==> src/include/periph_macros.svh <==
/*
 * constants for the platform block: device map nibbles, register offsets,
 * tohost command codes and bus widths, included wherever they are needed
 */
`ifndef PERIPH_MACROS_SVH
`define PERIPH_MACROS_SVH

// APB data path
`define PERIPH_ADDR_W 32
`define PERIPH_DATA_W 32

// upper address nibble per device
`define DEV_TOHOST 4'h4
`define DEV_PLIC   4'h5
`define DEV_CLINT  4'h6

// plic context 0 claim/complete register
`define PLIC_CLAIM_OFS 28'h020_0004

// clint registers
`define CLINT_MTIME_LO_OFS 28'h000_BFF8
`define CLINT_MTIME_HI_OFS 28'h000_BFFC
`define CLINT_CMP_LO_OFS   28'h000_4000
`define CLINT_CMP_HI_OFS   28'h000_4004

// tohost sits at the base of its device window
`define TOHOST_OFS 28'h000_0000

// tohost commands, upper half of the word
`define CMD_PRINT_CHAR 16'h0101
`define CMD_POWER_OFF  16'h0001

// console, disk, ethernet, keyboard, mouse
`define IRQ_NUM 5

`endif

==> src/source/periph_pkg.sv <==
/*
 * types shared by the platform block modules and by its testbench
 */
`include "periph_macros.svh"

package periph_pkg;

    // master to slave
    typedef struct packed {
        logic                      psel;
        logic                      penable;
        logic                      pwrite;
        logic [`PERIPH_ADDR_W-1:0] paddr;
        logic [`PERIPH_DATA_W-1:0] pwdata;
    } apb_req_t;

    // slave to master
    typedef struct packed {
        logic [`PERIPH_DATA_W-1:0] prdata;
        logic                      pready;
        logic                      pslverr;
    } apb_rsp_t;

    typedef enum logic [1:0] {
        SEL_PLIC,
        SEL_CLINT,
        SEL_TOHOST,
        SEL_NONE
    } dev_sel_t;

    // one decoded access, strobes last a single cycle
    typedef struct packed {
        logic                      wr;
        logic                      rd;
        logic [`PERIPH_ADDR_W-5:0] offset;
        logic [`PERIPH_DATA_W-1:0] wdata;
    } reg_access_t;

    typedef struct packed {
        logic [15:0] cmd;
        logic [15:0] payload;
    } tohost_cmd_t;

    // tohost word, seen as plain data or as command plus payload
    typedef union packed {
        logic [`PERIPH_DATA_W-1:0] raw;
        tohost_cmd_t               cmd_view;
    } tohost_word_u;

    typedef struct packed {
        logic       valid;
        logic [7:0] ch;
    } char_stream_t;

    typedef enum logic [1:0] {
        ST_IDLE,
        ST_SETUP,
        ST_ACCESS,
        ST_RDWAIT
    } bus_state_e;

endpackage

==> src/source/periph_bus_ctrl.sv <==
/*
 * APB slave front end of the platform block: follows the transfer phases,
 * decodes the device nibble and hands one strobed access to the selected device
 */
`timescale 1ns/1ps
`include "periph_macros.svh"

module periph_bus_ctrl (
    input  logic                      CLK,
    input  logic                      i_arst_n,
    input  periph_pkg::apb_req_t      i_apb,
    output periph_pkg::apb_rsp_t      o_apb,
    output periph_pkg::reg_access_t   o_plic_acc,
    output periph_pkg::reg_access_t   o_clint_acc,
    output periph_pkg::reg_access_t   o_tohost_acc,
    input  logic [`PERIPH_DATA_W-1:0] i_plic_rdata,
    input  logic [`PERIPH_DATA_W-1:0] i_clint_rdata,
    input  logic [`PERIPH_DATA_W-1:0] i_tohost_rdata
);

    periph_pkg::bus_state_e    state_q;
    periph_pkg::bus_state_e    state_d;
    periph_pkg::bus_state_e    phase;
    periph_pkg::dev_sel_t      addr_sel;
    periph_pkg::dev_sel_t      sel_q;
    periph_pkg::reg_access_t   acc_base;
    logic                      first_acc;
    logic                      unmapped;
    logic [`PERIPH_DATA_W-1:0] rdata_mux;
    logic [`PERIPH_DATA_W-1:0] rdata_q;

    // keep the common access, raise strobes only for the hit device
    function automatic periph_pkg::reg_access_t gate_acc(
        input periph_pkg::reg_access_t acc,
        input logic                    hit
    );
        periph_pkg::reg_access_t res;
        res    = acc;
        res.wr = acc.wr && hit;
        res.rd = acc.rd && hit;
        return res;
    endfunction

    always_comb begin
        case (i_apb.paddr[`PERIPH_ADDR_W-1 -: 4])
            `DEV_PLIC:   addr_sel = periph_pkg::SEL_PLIC;
            `DEV_CLINT:  addr_sel = periph_pkg::SEL_CLINT;
            `DEV_TOHOST: addr_sel = periph_pkg::SEL_TOHOST;
            default:     addr_sel = periph_pkg::SEL_NONE;
        endcase
    end

    // setup shows up on the bus itself, later phases are tracked
    always_comb begin
        phase = state_q;
        if (state_q == periph_pkg::ST_IDLE && i_apb.psel && !i_apb.penable) begin
            phase = periph_pkg::ST_SETUP;
        end
    end

    assign first_acc = (phase == periph_pkg::ST_ACCESS);
    assign unmapped  = (sel_q == periph_pkg::SEL_NONE);

    always_comb begin
        case (phase)
            periph_pkg::ST_SETUP:  state_d = periph_pkg::ST_ACCESS;
            periph_pkg::ST_ACCESS: state_d = (i_apb.pwrite || unmapped) ?
                                             periph_pkg::ST_IDLE : periph_pkg::ST_RDWAIT;
            default:               state_d = periph_pkg::ST_IDLE;
        endcase
    end

    // device chosen once, at setup
    always_ff @(posedge CLK or negedge i_arst_n) begin
        if (!i_arst_n) begin
            state_q <= periph_pkg::ST_IDLE;
            sel_q   <= periph_pkg::SEL_NONE;
        end else begin
            state_q <= state_d;
            if (phase == periph_pkg::ST_SETUP) begin
                sel_q <= addr_sel;
            end
        end
    end

    always_comb begin
        acc_base.wr     = first_acc && i_apb.pwrite;
        acc_base.rd     = first_acc && !i_apb.pwrite;
        acc_base.offset = i_apb.paddr[`PERIPH_ADDR_W-5:0];
        acc_base.wdata  = i_apb.pwdata;
    end

    assign o_plic_acc   = gate_acc(acc_base, sel_q == periph_pkg::SEL_PLIC);
    assign o_clint_acc  = gate_acc(acc_base, sel_q == periph_pkg::SEL_CLINT);
    assign o_tohost_acc = gate_acc(acc_base, sel_q == periph_pkg::SEL_TOHOST);

    always_comb begin
        case (sel_q)
            periph_pkg::SEL_PLIC:   rdata_mux = i_plic_rdata;
            periph_pkg::SEL_CLINT:  rdata_mux = i_clint_rdata;
            periph_pkg::SEL_TOHOST: rdata_mux = i_tohost_rdata;
            default:                rdata_mux = '0;
        endcase
    end

    // sampled in the strobe cycle, returned in the wait state
    always_ff @(posedge CLK) begin
        if (first_acc && !i_apb.pwrite) begin
            rdata_q <= rdata_mux;
        end
    end

    always_comb begin
        o_apb.pready  = (first_acc && (i_apb.pwrite || unmapped)) ||
                        (phase == periph_pkg::ST_RDWAIT);
        o_apb.pslverr = first_acc && unmapped;
        o_apb.prdata  = (phase == periph_pkg::ST_RDWAIT) ? rdata_q : '0;
    end

    // access phase always preceded by a setup
    a_penable_after_psel: assert property (@(posedge CLK) disable iff (!i_arst_n)
        $rose(i_apb.penable) |-> i_apb.psel && $past(i_apb.psel));

    a_one_strobe: assert property (@(posedge CLK) disable iff (!i_arst_n)
        $onehot0({o_plic_acc.wr | o_plic_acc.rd,
                  o_clint_acc.wr | o_clint_acc.rd,
                  o_tohost_acc.wr | o_tohost_acc.rd}));

    // master holds the request through the read wait state
    a_rdwait_stable: assert property (@(posedge CLK) disable iff (!i_arst_n)
        state_q == periph_pkg::ST_RDWAIT |->
            i_apb.psel && i_apb.penable && $stable(i_apb.paddr) && $stable(i_apb.pwrite));

endmodule

==> src/source/clint_timer.sv <==
/*
 * CLINT: free running mtime, mtimecmp written in 32-bit halves and the
 * machine timer interrupt
 */
`timescale 1ns/1ps
`include "periph_macros.svh"

module clint_timer (
    input  logic                      CLK,
    input  logic                      i_arst_n,
    input  periph_pkg::reg_access_t   i_acc,
    output logic [`PERIPH_DATA_W-1:0] o_rdata,
    output logic                      o_mtip
);

    localparam int TIME_W = 2 * `PERIPH_DATA_W;

    logic [TIME_W-1:0] mtime_q;
    logic [TIME_W-1:0] mtimecmp_q;
    logic              mtip_q;

    // one tick per clock
    always_ff @(posedge CLK or negedge i_arst_n) begin
        if (!i_arst_n) begin
            mtime_q <= '0;
        end else begin
            mtime_q <= mtime_q + 1'b1;
        end
    end

    always_ff @(posedge CLK or negedge i_arst_n) begin
        if (!i_arst_n) begin
            mtimecmp_q <= '1;
        end else if (i_acc.wr) begin
            if (i_acc.offset == `CLINT_CMP_LO_OFS) begin
                mtimecmp_q[`PERIPH_DATA_W-1:0] <= i_acc.wdata;
            end
            if (i_acc.offset == `CLINT_CMP_HI_OFS) begin
                mtimecmp_q[TIME_W-1:`PERIPH_DATA_W] <= i_acc.wdata;
            end
        end
    end

    // compare result shows one cycle late
    always_ff @(posedge CLK or negedge i_arst_n) begin
        if (!i_arst_n) begin
            mtip_q <= 1'b0;
        end else begin
            mtip_q <= (mtime_q >= mtimecmp_q);
        end
    end

    assign o_mtip = mtip_q;

    always_comb begin
        case (i_acc.offset)
            `CLINT_MTIME_LO_OFS: o_rdata = mtime_q[`PERIPH_DATA_W-1:0];
            `CLINT_MTIME_HI_OFS: o_rdata = mtime_q[TIME_W-1:`PERIPH_DATA_W];
            `CLINT_CMP_LO_OFS:   o_rdata = mtimecmp_q[`PERIPH_DATA_W-1:0];
            `CLINT_CMP_HI_OFS:   o_rdata = mtimecmp_q[TIME_W-1:`PERIPH_DATA_W];
            default:             o_rdata = '0;
        endcase
    end

    // mtime never steps back or stalls
    a_mtime_rises: assert property (@(posedge CLK) disable iff (!i_arst_n)
        mtime_q != '1 |=> mtime_q > $past(mtime_q));

endmodule

==> src/source/plic_core.sv <==
/*
 * PLIC for the five external sources: pending and served masks, claim of the
 * lowest waiting id and completion through the same register
 */
`timescale 1ns/1ps
`include "periph_macros.svh"

module plic_core (
    input  logic                      CLK,
    input  logic                      i_arst_n,
    input  periph_pkg::reg_access_t   i_acc,
    input  logic [`IRQ_NUM-1:0]       i_irq_src,
    output logic [`PERIPH_DATA_W-1:0] o_rdata,
    output logic                      o_meip
);

    logic [`IRQ_NUM-1:0]       pending_q;
    logic [`IRQ_NUM-1:0]       served_q;
    logic [`IRQ_NUM-1:0]       eligible;
    logic [`IRQ_NUM-1:0]       pick_mask;
    logic [`IRQ_NUM-1:0]       done_mask;
    logic [`IRQ_NUM-1:0]       take_mask;
    logic [`IRQ_NUM-1:0]       clear_mask;
    logic [`PERIPH_DATA_W-1:0] claim_id;
    logic                      claim;
    logic                      complete;
    logic                      meip_q;

    assign eligible = pending_q & ~served_q;

    // priority pick, lowest index wins
    always_comb begin
        claim_id  = '0;
        pick_mask = '0;
        for (int i = `IRQ_NUM - 1; i >= 0; i--) begin
            if (eligible[i]) begin
                claim_id     = `PERIPH_DATA_W'(i + 1);
                pick_mask    = '0;
                pick_mask[i] = 1'b1;
            end
        end
    end

    // id written on completion, ids start at 1
    always_comb begin
        done_mask = '0;
        for (int i = 0; i < `IRQ_NUM; i++) begin
            if (i_acc.wdata == `PERIPH_DATA_W'(i + 1)) begin
                done_mask[i] = 1'b1;
            end
        end
    end

    assign claim      = i_acc.rd && (i_acc.offset == `PLIC_CLAIM_OFS);
    assign complete   = i_acc.wr && (i_acc.offset == `PLIC_CLAIM_OFS);
    assign take_mask  = claim ? pick_mask : '0;
    assign clear_mask = complete ? done_mask : '0;

    // a new pulse wins over a claim of the same source
    always_ff @(posedge CLK or negedge i_arst_n) begin
        if (!i_arst_n) begin
            pending_q <= '0;
            served_q  <= '0;
            meip_q    <= 1'b0;
        end else begin
            pending_q <= (pending_q & ~take_mask) | i_irq_src;
            served_q  <= (served_q | take_mask) & ~clear_mask;
            meip_q    <= |eligible;
        end
    end

    assign o_meip  = meip_q;
    assign o_rdata = (i_acc.offset == `PLIC_CLAIM_OFS) ? claim_id : '0;

    // returned id points at a source that is pending and not yet served
    a_claim_fresh: assert property (@(posedge CLK) disable iff (!i_arst_n)
        claim && (claim_id != '0) |->
            pending_q[claim_id - 1] && !served_q[claim_id - 1]);

endmodule

==> src/source/tohost_unit.sv <==
/*
 * tohost command register: print command pulses a character out,
 * power-off command sets a flag that holds until reset
 */
`timescale 1ns/1ps
`include "periph_macros.svh"

module tohost_unit (
    input  logic                      CLK,
    input  logic                      i_arst_n,
    input  periph_pkg::reg_access_t   i_acc,
    output logic [`PERIPH_DATA_W-1:0] o_rdata,
    output periph_pkg::char_stream_t  o_char,
    output logic                      o_finish
);

    periph_pkg::tohost_word_u wr_word;
    periph_pkg::tohost_word_u word_q;
    periph_pkg::char_stream_t char_q;
    logic                     finish_q;
    logic                     wr_hit;

    assign wr_hit      = i_acc.wr && (i_acc.offset == `TOHOST_OFS);
    assign wr_word.raw = i_acc.wdata;

    always_ff @(posedge CLK or negedge i_arst_n) begin
        if (!i_arst_n) begin
            word_q   <= '0;
            char_q   <= '0;
            finish_q <= 1'b0;
        end else begin
            char_q.valid <= wr_hit && (wr_word.cmd_view.cmd == `CMD_PRINT_CHAR);
            if (wr_hit) begin
                word_q    <= wr_word;
                char_q.ch <= wr_word.cmd_view.payload[7:0];
            end
            // sticky until reset
            if (wr_hit && (wr_word.cmd_view.cmd == `CMD_POWER_OFF)) begin
                finish_q <= 1'b1;
            end
        end
    end

    assign o_char   = char_q;
    assign o_finish = finish_q;
    assign o_rdata  = (i_acc.offset == `TOHOST_OFS) ? word_q.raw : '0;

    // two writes are at least a setup apart on the bus
    a_char_single: assert property (@(posedge CLK) disable iff (!i_arst_n)
        o_char.valid |=> !o_char.valid);

endmodule

==> src/source/periph_top.sv <==
/*
 * platform block top: APB front end feeding the PLIC, CLINT and tohost devices
 */
`timescale 1ns/1ps
`include "periph_macros.svh"

module periph_top (
    input  logic                     CLK,
    input  logic                     i_arst_n,
    input  periph_pkg::apb_req_t     i_apb,
    output periph_pkg::apb_rsp_t     o_apb,
    input  logic [`IRQ_NUM-1:0]      i_irq_src,
    output logic                     o_meip,
    output logic                     o_mtip,
    output periph_pkg::char_stream_t o_char,
    output logic                     o_finish
);

    periph_pkg::reg_access_t   plic_acc;
    periph_pkg::reg_access_t   clint_acc;
    periph_pkg::reg_access_t   tohost_acc;
    logic [`PERIPH_DATA_W-1:0] plic_rdata;
    logic [`PERIPH_DATA_W-1:0] clint_rdata;
    logic [`PERIPH_DATA_W-1:0] tohost_rdata;

    periph_bus_ctrl u_bus (
        .CLK            (CLK),
        .i_arst_n       (i_arst_n),
        .i_apb          (i_apb),
        .o_apb          (o_apb),
        .o_plic_acc     (plic_acc),
        .o_clint_acc    (clint_acc),
        .o_tohost_acc   (tohost_acc),
        .i_plic_rdata   (plic_rdata),
        .i_clint_rdata  (clint_rdata),
        .i_tohost_rdata (tohost_rdata)
    );

    plic_core u_plic (
        .CLK       (CLK),
        .i_arst_n  (i_arst_n),
        .i_acc     (plic_acc),
        .i_irq_src (i_irq_src),
        .o_rdata   (plic_rdata),
        .o_meip    (o_meip)
    );

    clint_timer u_clint (
        .CLK      (CLK),
        .i_arst_n (i_arst_n),
        .i_acc    (clint_acc),
        .o_rdata  (clint_rdata),
        .o_mtip   (o_mtip)
    );

    tohost_unit u_tohost (
        .CLK      (CLK),
        .i_arst_n (i_arst_n),
        .i_acc    (tohost_acc),
        .o_rdata  (tohost_rdata),
        .o_char   (o_char),
        .o_finish (o_finish)
    );

endmodule

==> config.mk <==
export PLATFORM = sky130hd
export DESIGN_NAME = periph_top
export DESIGN_NICKNAME = d
export VERILOG_FILES = /design/src/source/periph_pkg.sv /design/src/source/periph_bus_ctrl.sv /design/src/source/clint_timer.sv /design/src/source/plic_core.sv /design/src/source/tohost_unit.sv /design/src/source/periph_top.sv
export VERILOG_INCLUDE_DIRS = /design/src /design/src/include
export SDC_FILE = /design/constraint.sdc
export NUM_CORES = 1
export LEC_CHECK = 0
export ABC_AREA = 1
export CAP_MARGIN = 20
export CORE_MARGIN = 5
export CORE_UTILIZATION = 40
export CTS_BUF_LIST = sky130_fd_sc_hd__clkbuf_16
export DETAILED_ROUTE_END_ITERATION = 16
export DONT_BUFFER_PORTS = 1
export GPL_ROUTABILITY_DRIVEN = 0
export GPL_TIMING_DRIVEN = 0
export PLACE_DENSITY = 0.59
export SYNTH_ARGS = -nofsm -noshare
export SYNTH_HDL_FRONTEND = slang
export SYNTH_SLANG_ARGS = --single-unit
==> constraint.sdc <==
create_clock -name CLK -period 2.85 [get_ports CLK]
set_input_delay 0.285 -clock CLK [delete_from_list [all_inputs] [get_ports CLK]]
set_output_delay 0.285 -clock CLK [all_outputs]
set_load 0.01 [all_outputs]
==> qor.yml, run 1 <==
avgSynthCellArea_um2: 7.74
period_needed_ps: 2770
cts.htree.levels: 1
post-place-ws_ps: 215
powerDensity_nw_per_um2: 470
p_leak_uw: 0.00653
async_flop_share_pct: 84.8
rr_worst_depth: 5
hold_ws_ps: -541
synth_most_common_cell: "nand2_1"
synth-seq-cells: 210
synth_edf_count: 32
nets: 1850
grt_pass1_vias: 11000
fmax_mhz: 361
cts_buffer_depth: 3
finalSetupViolations: 0
ys_seq_area_share_pct: 43.0
max_cap_viol_count: 0
overflow: 0
crit_slowest_cell: "nor2_1"
post_cts_buffers: 0
worst_r2r_endpoint: "u_bus.rdata_q[30]$_DFFE_PP_"
r2r_setup_slack_ps: 80
cts_root_buf: "clkbuf_16"
slew_headroom_pct: 29.7
tightest_slew_ps: 1050
initial_core_util_pct: 40.5
drive_gt1_share_pct: 10.8
slowest_delay_ps: 810
grt_usage_pct: 22.7
ys_types: 44
ir_worst_vdd_mv: 0.397
core_um2: 31600
synth_nets: 1789
wirelength_mm: 40.9
setup_slack_ps: 80.1
crit_arrival_ps: 3150
startpoint_type: "flop"
die_w_um: 189
violations: "hold timing"
ios: 120
fin_crit_sh_pct: 97.2
cts_tree: "yes"
diodes: 0
worstPathCellList: "inv_1 -> nor2_1 -> clkbuf_1 -> o21ai_0 -> nand2_1"
crit_fanout: 10
synth_top_cells_by_count: "nand2_1, inv_1, nor2_1"
syn_area_um2: 12800
fin_skew_ps: 17.5
drc: 0
wl_per_cell_um: 19.2
worstSetupEndpointType: "flop"
die_area_um2: 35600
crit_type: "reg2reg"
syn_inst: 1650
grt_pass1_wl_mm: 64.0
stdcell_count: 2131
ant_nets: 0
synth_warnings: 0
slew_viol_final: 0
yosysTopAreaCellShare_pct: 21.9
area_delta_synth_final_pct: 12.8
dp.final_hpwl_mm: 32.0
p_total_uw: 6770
place_inst: 2053
cts.sinks: 210
fp.dieH_um: 189
cp_data_required_time_ps: 3230
clk_pin_slew_ps: 60
hold_path.class: "in2async"
cts-resized-gates: 0
portBuffers: 0
rsz0062_at_grt: "false"
drt-pass1-iter-count: 5
fillerInstances: 3192
yosys_most_used_dff: "dfrtp_1"
grt_max_degree: 179
dr_total_vias: 11300
final_hold_viol_count: 178
ys_top_cells_by_area: "dfrtp_1, dfstp_2, nand2_1"
routed_via_density: 5.29
hold_buffers: 34
std_cell_rows: 65
cts_made_buffers: 24
status: "complete, but fails checks"
clk_latency_ps: 520
antenna_found_initial: 0
yosysTopAreaCell: "dfrtp_1"
drt_iter0_drc: 1187
rr_startpoint: "u_bus.sel_q[0]$_DFFE_PN1P_"
[logic make-up after synthesis]
| family | Yosys count | share of synthesized area (%) |
|---|---|---|
| AOI/OAI and AO/OA | 217 | 9.65 |
| xor gates and xnor gates | 62 | 4.25 |
| adders and majority gates | 65 | 6.37 |
| buffers and inverters | 279 | 9.15 |
| DFF | 210 | 43.0 |
| and+or+nand+nor | 817 | 27.5 |
[state kept, by name, summed over array words and instances, names as in the netlist]
name and count:
u_bus.rdata_q 32, u_plic.served_q 5, u_bus.sel_q 2, u_plic.pending_q 5, u_clint.mtimecmp_q 64, u_tohost.o_finish 1, u_plic.o_meip 1, u_bus.state_q 2
u_clint.mtime_q 64, u_clint.o_mtip 1, u_tohost.word_q 25, u_tohost.o_char 8
[critical path: cells and delay by family, from the launching register on]
kind	cells	cell delay (ps)
compound gates	1	360
buf+inv	2	700
flops	1	600
simple gates	2	970
[routing by layer]
metal / part of all wire, % / GRT usage (%) / routed length [um]
met1: 44 / 31.7 / 18100
met2: 46 / 36.9 / 18600
met3: 7.4 / 3.93 / 3030
met4: 2.8 / 5.83 / 1140
met5: 0 / 0 / 0
[where the power goes]
part	total, uW	internal (uW)	leakage, uW	switching [uW]
Clock	2970	1720	0.000400	1260
Combinational	560	135	0.00365	425
Sequential	3240	3180	0.00248	54.8
[layout by cell type (no fill, tap or decap), types with 15 or more instances in the layout]
| cell | instances |
|---|---|
| dlygate4sd3_1 | 34 |
| buf_2 | 15 |
| dfstp_2 | 66 |
| edfxtp_1 | 32 |
| o21ai_1 | 46 |
| nand4_1 | 42 |
| clkbuf_16 | 26 |
| nor3_1 | 35 |
| nor2_1 | 165 |
| o21ai_0 | 74 |
| o21ai_2 | 32 |
| dfrtp_1 | 112 |
| a21oi_1 | 54 |
| xnor2_1 | 16 |
| nand3_1 | 97 |
| xor2_1 | 46 |
| ha_1 | 65 |
| inv_1 | 240 |
| nand2_1 | 435 |
[worst max-delay path by stage]
stage	startpoint	slack, ps	cells past startpoint	end
after detailed placement	u_bus.sel_q[0]$_DFFE_PN1P_	220	5	u_bus.rdata_q[29]$_DFFE_PP_
after CTS	u_bus.sel_q[0]$_DFFE_PN1P_	210	5	u_bus.rdata_q[29]$_DFFE_PP_
after floorplan	u_bus.state_q[0]$_DFF_PN0_	50	7	u_plic.pending_q[2]$_DFF_PN0_
final	u_bus.sel_q[0]$_DFFE_PN1P_	80	5	u_bus.rdata_q[30]$_DFFE_PP_
after global placement	u_bus.state_q[1]$_DFF_PN0_	-1080	8	u_plic.pending_q[2]$_DFF_PN0_
after global routing	u_bus.sel_q[0]$_DFFE_PN1P_	30	5	u_bus.rdata_q[29]$_DFFE_PP_
[layout make-up]
cell class,instances,area (um2),area share (%)
Tap cell,402,503,3.49
Sequential cell,210,5500,38.2
Buffer,48,302,2.09
Clock buffer,26,651,4.52
Multi-Input combinational cell,1161,6110,42.4
Clock inverter,18,103,0.712
Inverter,231,867,6.02
Timing Repair Buffer,35,368,2.55
[per-stage QoR]
step | TNS [ps] | utilization (%) | instance area (um2)
6_report | 0 | 45.7 | 14400
5_1_grt | 0 | 45.7 | 14400
2_1_floorplan | 0 | - | 12800
3_5_place_dp | 0 | 42.2 | 13300
3_3_place_gp | -22480 | 42.1 | 13300
4_1_cts | 0 | 45.7 | 14400
Note: power is estimated with default switching activity, not from simulation.
==> run 2, diff against run 1 <==
ABC_AREA = default   (was 1)
CTS_BUF_LIST = default   (was sky130_fd_sc_hd__clkbuf_16)
==> run 2 against run 1 <==
  * The flow still finishes with violations (hold timing)
  * Final area decreased by 9.0%
  * Synthesized cell count fell by 35%
  * Via count is 22% lower
  * Final cell count decreased by 28%
  * Sequential power about the same
  * Largest cell class is now sequential cells
  * Clock power up 14%
  * Combinational power is 31% lower
  * Setup slack lost 19 ps
  * Global-route usage down 0.44 points
  * Utilization grew 1.4 points
  * Non-clock buffer count increased by 8
  * Wire length decreased by 13%
==> qor.yml, run 2 <==
portBuffers: 0
async_flop_share_pct: 84.8
synth_nets: 1211
ir_worst_vdd_mv: 0.445
rr_startpoint: "u_bus.sel_q[0]$_DFFE_PN1P_"
crit_type: "reg2reg"
layout_common_cells: "dfrtp_1, nand2_1, inv_1, dfstp_2, ha_1"
tns_ps: 0
cts.htree.levels: 1
syn_inst: 1072
cts_made_buffers: 25
fin_crit_sh_pct: 97.9
yosysTopAreaCellShare_pct: 24.7
startpoint_type: "flop"
layout_commonest_cell: "dfrtp_1"
synth_most_common_cell: "dfrtp_1"
ant_nets: 0
powerDensity_nw_per_um2: 537
synth-seq-cells: 210
die_area_um2: 31800
fmax_mhz: 359
synth_top_cells_by_count: "dfrtp_1, nand2_1, inv_1"
path_delay_family: "simple AND/OR/NAND/NOR gates"
drt_iter0_drc: 810
dpl-instance-area_um2: 11800
fin_skew_ps: 11.5
critPathBufInv: 2
routed_via_density: 5.75
rsz0062_at_grt: "false"
p_leak_uw: 0.00587
drc: 0
status: "complete, but fails checks"
worstPathCellList: "nor2b_1 -> nand4_1 -> or2_2 -> clkbuf_1 -> clkbuf_4 -> o221ai_1"
grt_max_degree: 179
die_w_um: 178
violations: "hold timing"
area_delta_synth_final_pct: 15.6
ios: 120
drive_gt1_share_pct: 15.3
worst_r2r_endpoint: "u_bus.rdata_q[22]$_DFFE_PP_"
crit_fanout: 10
slew_viol_final: 0
rr_worst_depth: 6
slowest_delay_ps: 550
clk_latency_ps: 530
overflow: 0
synth_edf_count: 32
hold_ws_ps: -521
ys_top_cells_by_area: "dfrtp_1, dfstp_2, edfxtp_1"
final_hold_viol_count: 178
r2r_setup_slack_ps: 60
synth_warnings: 0
std_cell_rows: 61
yosysTopAreaCell: "dfrtp_1"
final_area_um2: 13100
worstSetupEndpointType: "flop"
fillerInstances: 2626
setup_slack_ps: 61.1
dp.final_hpwl_mm: 24.6
avgSynthCellArea_um2: 10.6
crit_slowest_cell: "dfstp_2"
nets: 1279
ys_types: 56
crit_arrival_ps: 3070
diodes: 0
max_cap_viol_count: 0
antenna_found_initial: 1
cts.sinks: 210
finalSetupViolations: 0
ys_seq_area_share_pct: 48.5
syn_area_um2: 11300
hold_buffers: 40
tightest_slew_ps: 967
initial_core_util_pct: 40.7
wirelength_mm: 35.7
grt_pass1_wl_mm: 53.8
grt_usage_pct: 22.3
fp.dieH_um: 178
clk_pin_slew_ps: 60
cts_buffer_depth: 3
fin_util_pct: 47.1
hold_path.class: "in2async"
drt-pass1-iter-count: 6
top_regs: "u_clint.mtime_q: 64 flops, u_clint.mtimecmp_q: 64 flops, u_bus.rdata_q: 32 flops"
wl_per_cell_um: 23.2
core_um2: 27900
dr_total_vias: 8836
cts_root_buf: "clkbuf_16"
slew_headroom_pct: 35.5
period_needed_ps: 2790
cts_tree: "yes"
post-place-ws_ps: -313
yosys_most_used_dff: "dfrtp_1"
grt_pass1_vias: 8676
cp_data_required_time_ps: 3130
-- run 2: routing by layer --
metal  part of all wire, %  up-vias  GRT usage, %
met4                   2.8        2          6.33
met2                    46      295          35.6
met3                   6.8       63          3.98
li1                      -     4041             -
met1                    44     4435          31.2
met5                 0.036        -             0
-- run 2: final cells by class --
| type | instances | area [um2] | area share [%] |
|---|---|---|---|
| timing repair buffer | 41 | 408 | 3.11 |
| multi-input combinational | 736 | 5330 | 40.6 |
| clock inverter | 15 | 209 | 1.59 |
| clock buffer | 30 | 654 | 4.99 |
| tap | 378 | 473 | 3.61 |
| sequential | 210 | 5500 | 41.9 |
| inverter | 76 | 285 | 2.18 |
| buffer | 50 | 256 | 1.96 |
-- run 2: worst max path at each step --
stage                                               endpoint  slack [ps]  depth (start not counted)                          start
final                            u_bus.rdata_q[22]$_DFFE_PP_          60                          6     u_bus.sel_q[0]$_DFFE_PN1P_
after global routing           u_clint.mtime_q[63]$_DFF_PN0_          10                          6  u_clint.mtime_q[30]$_DFF_PN0_
after CTS                 u_clint.mtimecmp_q[21]$_DFFE_PN1P_         100                          8     u_bus.state_q[1]$_DFF_PN0_
after detailed placement         u_bus.rdata_q[22]$_DFFE_PP_        -310                          6     u_bus.sel_q[1]$_DFFE_PN1P_
after global placement           u_bus.rdata_q[22]$_DFFE_PP_        -260                          6     u_bus.sel_q[1]$_DFFE_PN1P_
after floorplan              u_tohost.word_q[22]$_DFFE_PN0P_         610                          6                      i_apb[49]
-- run 2: metrics by stage --
stage                     instances  power [uW]
after floorplan                1072        3470
after detailed placement       1450        3620
after global placement         1450        3610
after CTS                      1536        7080
after global routing           1536        7240
final                          1536        7040
-- run 2: cells by family (layout without fill, tap and decap cells) --
logic type	count (synthesis)	in the layout	share of synthesized area, %
AOI/OAI and AO/OA	224	224	12.9
xor gates and xnor gates	63	63	4.86
adders and majority gates	65	65	7.17
buffers and inverters	126	212	4.68
DFF	210	210	48.5
muxes	65	65	6.42
and+or+nand+nor	319	319	15.5
-- run 2: timing repair --
action,in CTS,in global routing
setup buffers,1,0
cloned,0,0
resized for setup,3,14
pin swaps,0,0
endpoints found under the hold margin,288,178
endpoints found under the setup margin,20,34
-- run 2: power breakdown --
part	internal (uW)	switching (uW)
clock network	2090	1310
logic	112	272
registers	3170	85.3
total	5380	1660
